[src/dcache_params.svh]
// Data cache sizing for the two-way write-back cache.
`ifndef DCACHE_PARAMS_SVH
`define DCACHE_PARAMS_SVH

// CPU address and data word.
`define DCACHE_ADDR_W   32
`define DCACHE_DATA_W   64
`define DCACHE_STRB_W   8

// Address split into tag, set index and byte offset.
`define DCACHE_OFFSET_W 3
`define DCACHE_INDEX_W  6
`define DCACHE_TAG_W    23

`define DCACHE_SETS     64
`define DCACHE_AGE_W    3

`endif

[src/dcache_addr_pkg.sv]
// Address and data word types for the data cache.
`default_nettype none

`include "dcache_params.svh"

package dcache_addr_pkg;

    typedef logic [`DCACHE_ADDR_W-1:0]  addr_t;
    typedef logic [`DCACHE_TAG_W-1:0]   tag_t;
    typedef logic [`DCACHE_INDEX_W-1:0] index_t;
    typedef logic [`DCACHE_DATA_W-1:0]  word_t;
    typedef logic [`DCACHE_STRB_W-1:0]  strb_t;
    typedef logic                       way_t;
    typedef logic [`DCACHE_AGE_W-1:0]   age_t;

endpackage

`default_nettype wire

[src/dcache_ctrl_pkg.sv]
// Controller states and memory operations of the data cache.
`default_nettype none

package dcache_ctrl_pkg;

    typedef enum logic [2:0] {
        IDLE         = 3'd0,
        LOOKUP       = 3'd1,
        WB_REQ       = 3'd2,
        WB_RELEASE   = 3'd3,
        FILL_REQ     = 3'd4,
        FILL_RELEASE = 3'd5,
        RESPOND      = 3'd6
    } ctrl_state_e;

    typedef enum logic {
        MEM_OP_WRITEBACK = 1'b0,
        MEM_OP_REFILL    = 1'b1
    } mem_op_e;

endpackage

`default_nettype wire

[src/dcache_way_if.sv]
// Lookup, update and victim signals between the cache controller and the way store.
`timescale 1ns/10ps
`default_nettype none

interface dcache_way_if import dcache_addr_pkg::*; ();

    index_t index;
    tag_t   tag;
    strb_t  hit_strb;
    word_t  wdata;
    logic   fill_en;
    word_t  fill_data;
    logic   touch;

    logic   hit;
    way_t   hit_way;
    word_t  hit_data;
    way_t   victim_way;
    logic   victim_dirty;
    tag_t   victim_tag;
    word_t  victim_data;

    modport ctrl (
        output index, tag, hit_strb, wdata, fill_en, fill_data, touch,
        input  hit, hit_way, hit_data, victim_way, victim_dirty, victim_tag, victim_data
    );

    modport store (
        input  index, tag, hit_strb, wdata, fill_en, fill_data, touch,
        output hit, hit_way, hit_data, victim_way, victim_dirty, victim_tag, victim_data
    );

endinterface

`default_nettype wire

[src/dcache_ctrl.sv]
// Request controller of the data cache.
// Serves one CPU request at a time and runs writeback and refill over a four-phase handshake.
`timescale 1ns/10ps
`default_nettype none

`include "dcache_params.svh"

module dcache_ctrl import dcache_addr_pkg::*, dcache_ctrl_pkg::*; (
    input  logic       clk,
    input  logic       rst_i,
    dcache_way_if.ctrl way,
    input  logic       cpu_valid_i,
    input  logic       cpu_we_i,
    input  addr_t      cpu_addr_i,
    input  word_t      cpu_wdata_i,
    input  strb_t      cpu_strb_i,
    output logic       cpu_ready_o,
    output logic       cpu_resp_o,
    output word_t      cpu_rdata_o,
    output logic       mem_req_o,
    output mem_op_e    mem_op_o,
    output addr_t      mem_addr_o,
    output word_t      mem_wdata_o,
    input  logic       mem_ack_i,
    input  word_t      mem_rdata_i
);

    ctrl_state_e state_q;
    addr_t       req_addr_q;
    logic        req_we_q;
    word_t       req_wdata_q;
    strb_t       req_strb_q;
    word_t       rdata_q;
    word_t       fill_data_q;
    logic        fill_en_q;
    logic        mem_req_q;
    mem_op_e     mem_op_q;
    addr_t       mem_addr_q;
    word_t       mem_wdata_q;
    logic        accept;
    logic        lookup_hit;
    addr_t       line_addr;
    addr_t       victim_addr;

    assign accept      = cpu_valid_i && cpu_ready_o;
    assign lookup_hit  = (state_q == LOOKUP) && way.hit;
    assign line_addr   = {way.tag, way.index, {`DCACHE_OFFSET_W{1'b0}}};
    assign victim_addr = {way.victim_tag, way.index, {`DCACHE_OFFSET_W{1'b0}}};

    assign way.index     = req_addr_q[`DCACHE_OFFSET_W +: `DCACHE_INDEX_W];
    assign way.tag       = req_addr_q[`DCACHE_ADDR_W-1 -: `DCACHE_TAG_W];
    assign way.wdata     = req_wdata_q;
    assign way.hit_strb  = (lookup_hit && req_we_q) ? req_strb_q : '0;
    assign way.touch     = lookup_hit;
    assign way.fill_en   = fill_en_q;
    assign way.fill_data = fill_data_q;

    assign cpu_ready_o = (state_q == IDLE);
    assign cpu_resp_o  = (state_q == RESPOND);
    assign cpu_rdata_o = rdata_q;
    assign mem_req_o   = mem_req_q;
    assign mem_op_o    = mem_op_q;
    assign mem_addr_o  = mem_addr_q;
    assign mem_wdata_o = mem_wdata_q;

    always_ff @(posedge clk) begin
        if (rst_i) begin
            state_q   <= IDLE;
            mem_req_q <= 1'b0;
            fill_en_q <= 1'b0;
        end else begin
            fill_en_q <= 1'b0;
            case (state_q)
                IDLE: begin
                    if (accept) begin
                        state_q <= LOOKUP;
                    end
                end
                LOOKUP: begin
                    if (way.hit) begin
                        state_q <= RESPOND;
                    end else begin
                        mem_req_q <= 1'b1;
                        state_q   <= way.victim_dirty ? WB_REQ : FILL_REQ;
                    end
                end
                WB_REQ: begin
                    if (mem_ack_i) begin
                        mem_req_q <= 1'b0;
                        state_q   <= WB_RELEASE;
                    end
                end
                WB_RELEASE: begin
                    if (!mem_ack_i) begin
                        mem_req_q <= 1'b1;
                        state_q   <= FILL_REQ;
                    end
                end
                FILL_REQ: begin
                    if (mem_ack_i) begin
                        mem_req_q <= 1'b0;
                        fill_en_q <= 1'b1;
                        state_q   <= FILL_RELEASE;
                    end
                end
                // The fill lands while waiting here, so the next lookup hits.
                FILL_RELEASE: begin
                    if (!mem_ack_i) begin
                        state_q <= LOOKUP;
                    end
                end
                RESPOND: state_q <= IDLE;
                default: state_q <= IDLE;
            endcase
        end
    end

    always_ff @(posedge clk) begin
        if (accept) begin
            req_addr_q  <= cpu_addr_i;
            req_we_q    <= cpu_we_i;
            req_wdata_q <= cpu_wdata_i;
            req_strb_q  <= cpu_strb_i;
        end
        if (lookup_hit) begin
            rdata_q <= way.hit_data;
        end
        if ((state_q == LOOKUP) && !way.hit) begin
            mem_op_q    <= way.victim_dirty ? MEM_OP_WRITEBACK : MEM_OP_REFILL;
            mem_addr_q  <= way.victim_dirty ? victim_addr : line_addr;
            mem_wdata_q <= way.victim_data;
        end
        if ((state_q == WB_RELEASE) && !mem_ack_i) begin
            mem_op_q   <= MEM_OP_REFILL;
            mem_addr_q <= line_addr;
        end
        if ((state_q == FILL_REQ) && mem_ack_i) begin
            fill_data_q <= mem_rdata_i;
        end
    end

endmodule

`default_nettype wire

[src/flat_wrapper.sv]
// flat-port wrapper written by rule: the top's interface ports become plain ports
module dcache_ctrl_flat import dcache_addr_pkg::*, dcache_ctrl_pkg::*;
  (clk, rst_i, cpu_valid_i, cpu_we_i, cpu_addr_i, cpu_wdata_i, cpu_strb_i, cpu_ready_o, cpu_resp_o, cpu_rdata_o, mem_req_o, mem_op_o, mem_addr_o, mem_wdata_o, mem_ack_i, mem_rdata_i, way_index, way_tag, way_hit_strb, way_wdata, way_fill_en, way_fill_data, way_touch, way_hit, way_hit_way, way_hit_data, way_victim_way, way_victim_dirty, way_victim_tag, way_victim_data);
  dcache_way_if way_i ();
  input  logic clk;
  input  logic rst_i;
  input  logic cpu_valid_i;
  input  logic cpu_we_i;
  input  addr_t cpu_addr_i;
  input  word_t cpu_wdata_i;
  input  strb_t cpu_strb_i;
  output logic cpu_ready_o;
  output logic cpu_resp_o;
  output word_t cpu_rdata_o;
  output logic mem_req_o;
  output mem_op_e mem_op_o;
  output addr_t mem_addr_o;
  output word_t mem_wdata_o;
  input  logic mem_ack_i;
  input  word_t mem_rdata_i;
  output wire logic [$bits(way_i.index)-1:0] way_index;
  output wire logic [$bits(way_i.tag)-1:0] way_tag;
  output wire logic [$bits(way_i.hit_strb)-1:0] way_hit_strb;
  output wire logic [$bits(way_i.wdata)-1:0] way_wdata;
  output wire logic [$bits(way_i.fill_en)-1:0] way_fill_en;
  output wire logic [$bits(way_i.fill_data)-1:0] way_fill_data;
  output wire logic [$bits(way_i.touch)-1:0] way_touch;
  input wire logic [$bits(way_i.hit)-1:0] way_hit;
  input wire logic [$bits(way_i.hit_way)-1:0] way_hit_way;
  input wire logic [$bits(way_i.hit_data)-1:0] way_hit_data;
  input wire logic [$bits(way_i.victim_way)-1:0] way_victim_way;
  input wire logic [$bits(way_i.victim_dirty)-1:0] way_victim_dirty;
  input wire logic [$bits(way_i.victim_tag)-1:0] way_victim_tag;
  input wire logic [$bits(way_i.victim_data)-1:0] way_victim_data;
  assign way_index = way_i.index;
  assign way_tag = way_i.tag;
  assign way_hit_strb = way_i.hit_strb;
  assign way_wdata = way_i.wdata;
  assign way_fill_en = way_i.fill_en;
  assign way_fill_data = way_i.fill_data;
  assign way_touch = way_i.touch;
  assign way_i.hit = way_hit;
  assign way_i.hit_way = way_hit_way;
  assign way_i.hit_data = way_hit_data;
  assign way_i.victim_way = way_victim_way;
  assign way_i.victim_dirty = way_victim_dirty;
  assign way_i.victim_tag = way_victim_tag;
  assign way_i.victim_data = way_victim_data;
  dcache_ctrl u_core (.clk(clk), .rst_i(rst_i), .way(way_i), .cpu_valid_i(cpu_valid_i), .cpu_we_i(cpu_we_i), .cpu_addr_i(cpu_addr_i), .cpu_wdata_i(cpu_wdata_i), .cpu_strb_i(cpu_strb_i), .cpu_ready_o(cpu_ready_o), .cpu_resp_o(cpu_resp_o), .cpu_rdata_o(cpu_rdata_o), .mem_req_o(mem_req_o), .mem_op_o(mem_op_o), .mem_addr_o(mem_addr_o), .mem_wdata_o(mem_wdata_o), .mem_ack_i(mem_ack_i), .mem_rdata_i(mem_rdata_i));
endmodule
[config.mk]
export PLATFORM = sky130hd
export DESIGN_NAME = dcache_ctrl_flat
export DESIGN_NICKNAME = d
export VERILOG_FILES = /design/src/dcache_addr_pkg.sv /design/src/dcache_ctrl_pkg.sv /design/src/dcache_way_if.sv /design/src/dcache_ctrl.sv /design/src/flat_wrapper.sv
export VERILOG_INCLUDE_DIRS = /design/src /design/src/src
export SDC_FILE = /design/constraint.sdc
export NUM_CORES = 1
export LEC_CHECK = 0
export ABC_CLOCK_PERIOD_IN_PS = 8150
export BUFFER_PORTS_ARGS = -buffer_cell sky130_fd_sc_hd__buf_2
export CORE_AREA = 2 2 258 260
export CTS_CLUSTER_DIAMETER = 80
export DETAILED_ROUTE_END_ITERATION = 6
export DIE_AREA = 0 0 260 262
export PLACE_DENSITY = 0.37
export SYNTH_ARGS = -nofsm -noshare
export SYNTH_HDL_FRONTEND = slang
export SYNTH_SLANG_ARGS = --single-unit
[constraint.sdc]
create_clock -name clk -period 8.15 [get_ports clk]
set_input_delay 0 -clock clk [delete_from_list [all_inputs] [get_ports clk]]
set_output_delay 0 -clock clk [all_outputs]
set_load 0.005 [all_outputs]
==> metrics.cfg <==
[setup_path]
worstPathMaxFanout=20
slowest_stage=dfxtp_1
cp_top_family=buffers and inverters
crit_path_start_kind=register
cp_data_arrival_time_ns=2.90
endpoint_kind=register
critPathMaxStageDelay_ns=0.67
worstPathRequired_ns=8.36
cp_cell_sequence=mux2i_1 > dlygate4sd3_1 > nand3_1 > inv_1 > buf_4
criticalPathCategory=register to register
worst-path-buf-inv=3

[synth]
yosysTopAreaCellShare_pct=92.0
synth_top_family_by_area=multiplexers
synthCells=412
synth_mux_area_share_pct=3.23
synth-edff-count=323
synthArstFlopShare_pct=0
synth-simple-area-share_pct=1.74
synthTopCellsByArea=edfxtp_1 92%, mux2_4 2.7%, dfxtp_1 1.1%
synth_fa_ha_area_share_pct=0
synth_compound_area_share_pct=0.866
ys_ff_latch=329
synth_area_per_cell_sq_um=25.6
yosysTopAreaCell=edfxtp_1
synth-seq-area-share_pct=93.1
ys_types=33
ys_dominant_reg_cell=edfxtp_1
synth_area_sq_mm=0.0105
ys_warn_count=0
synth_xor_xnor_area_share_pct=0

[global_routing]
grt_start_max_net_pins=74
grt_pass1_wl_mm=48.2
first_global_vias=8328
antenna_found_initial=2
grt_overflow=0
track_usage_pct=9.31

[run]
drv_cap=0

[final_layout]
syn2layout_area_growth_pct=84.0
stdcell_area_sq_mm=0.0194
multi_input_area_sq_um=648
drive_above_1_share_pct=50.9
seq_area_sq_mm=0.00982
fillers=6622
n_antenna_cell=0
final_nets=1758

[clocking]
clkSinkCount=329
post_cts_buffers=0
path_clk_slew_ns=0.06
cts_buffer_depth=3
clk_latency_ns=0.54
root_buffer=clkbuf_16
cts-htree-levels=2
cts_buffers=42
cts_tree=done

[placement]
place_hpwl_mm=25.0
placed_cell_area_sq_mm=0.0149
routabilityCongestion=0.734
io_buffers=650

[drt]
wl_met1_mm=12.7
top_layer=met4
ant_nets=0
via_count=7801
first_iter_violations=445
routed-wl-met3_mm=3.13
drc=0
drtPass1Iterations=6
wl_met2_mm=18.0
finalWirelength_mm=34.7
detail_route.wl_per_cell_um=14.9
vias_per_cell=3.36

[power]
ir_worst_vdd_v=0.000141
pwr_density_cell_mw_per_mm2=228
p_leak_nw=7.94

[min_path]
min_path_type=input pin to register

[timing]
rsz0062_at_grt=no
setup_viol=0
setup_tns_ns=0
period_needed_ns=2.69
worst_pin_slew_ns=1.15
finalClockSkew_ns=0.00981
hold-worst-slack_ns=0.159
timing.final.max_slew_violations=0
max_freq_mhz=372
hold_violations=0
relSlewSlack_pct=23.3
final.period_utilization_pct=33.0

[die]
start_util_pct=16.2
fp.dieH_um=262
ios=659
core-area_sq_mm=0.0653
die_w_um=260
dieArea_sq_mm=0.0681
row_count=94

[run_status]
status=complete, no violations

-- per-stage QoR --
step           total power [mW]  cells  utilization (%)  setup WS [ns]
2_1_floorplan              2.32    414                -          0.754
3_3_place_gp               2.59   1923             22.8           5.61
3_5_place_dp               2.59   1923             22.8           5.57
4_1_cts                    4.52   2323             29.7           5.45
5_1_grt                    4.63   2323             29.7           5.22
6_report                   4.42   2323             29.7           5.46
-- cells in the final DEF (no fill, tap or decap), types with 2 or more instances in the layout --
master         Yosys  layout
buf_2              2     650
dlygate4sd3_1      0     327
edfxtp_1         323     323
clkbuf_16          0      43
mux2_4            19      19
clkbuf_1           1      12
and3_1             9       8
dfxtp_1            6       6
nor2_1             6       5
nor3_1             5       5
clkinv_2           0       5
inv_1              4       4
mux2_2             4       4
inv_6              0       4
clkinv_1           0       4
buf_4              3       4
o21ai_0            3       3
a21oi_1            3       3
conb_1             1       3
nand2b_1           2       2
a31oi_1            2       2
a211oi_1           2       2
bufinv_16          0       2
inv_8              0       2
-- synth_stat cells, drive strengths merged, types with 2 or more instances --
cell type / count
nand2b: 3
and3: 9
a211oi: 2
nor3: 5
edfxtp: 323
nor2: 6
a21oi: 3
inv: 5
o21ai: 4
mux2: 23
nand2: 2
a31oi: 2
dfxtp: 6
buf: 8
-- final timing paths --
check	slack (ns)	cells after the start	startpoint	to
min reg2reg	0.45	0	u_core.req_addr_q[8]	u_core.mem_addr_o[8]
max	5.46	5	u_core.state_q[1]	u_core.mem_addr_o[18]
max reg2reg	5.46	5	u_core.state_q[1]	u_core.mem_addr_o[18]
min	0.16	2	cpu_wdata_i[3]	u_core.way.wdata[3]
-- per-layer routing --
metal	up-vias	track usage (%)
met5	-	0
met4	0	3.11
met3	52	3.45
met2	374	17.1
met1	3689	9.77
li1	3686	-
-- report_power, final --
| part | leakage [nW] | internal [mW] | switching (mW) | total [mW] |
|---|---|---|---|---|
| combinational | 4.29 | 0.286 | 0.261 | 0.547 |
| sequential | 3.03 | 2.07 | 0.0554 | 2.13 |
| clock | 0.629 | 1.04 | 0.713 | 1.75 |
-- sequential cells by signal (all words and copies together), names as in the netlist --
name	flops
u_core.state_q	3
u_core.mem_op_o	1
u_core.way.fill_data	64
u_core.req_we_q	1
u_core.mem_addr_o	29
u_core.mem_wdata_o	64
u_core.cpu_rdata_o	64
u_core.mem_req_o	1
u_core.req_strb_q	8
u_core.req_addr_q	29
u_core.way.wdata	64
u_core.way.fill_en	1
-- worst register-to-register path, cell delays in order (launching register included) --
cell and delay, ns:
dfxtp_1 0.67, mux2i_1 0.25, dlygate4sd3_1 0.57, nand3_1 0.10
inv_1 0.38, buf_4 0.38
-- cell type report --
cell class / count / area share (%)
sequential: 329 / 50.6
inverter: 5 / 0.110
multi-input combinational: 71 / 3.34
timing repair buffer: 981 / 33.8
clock buffer: 55 / 5.78
clock inverter: 18 / 0.851
tap: 864 / 5.57
-- cells by family after synthesis --
kind of cell | after synthesis
AO/OA/AOI/OAI | 13
buffers and inverters | 14
flip-flops | 329
multiplexers | 24
other | 1
AND/OR/NAND/NOR | 31
-- timing repair --
| action | 4_1_cts | 5_1_grt |
|---|---|---|
| hold endpoints to repair | 322 | 0 |
| resized for setup | 0 | 0 |
| hold buffers | 327 | 0 |
No activity file was read; power rests on OpenSTA's default activity.
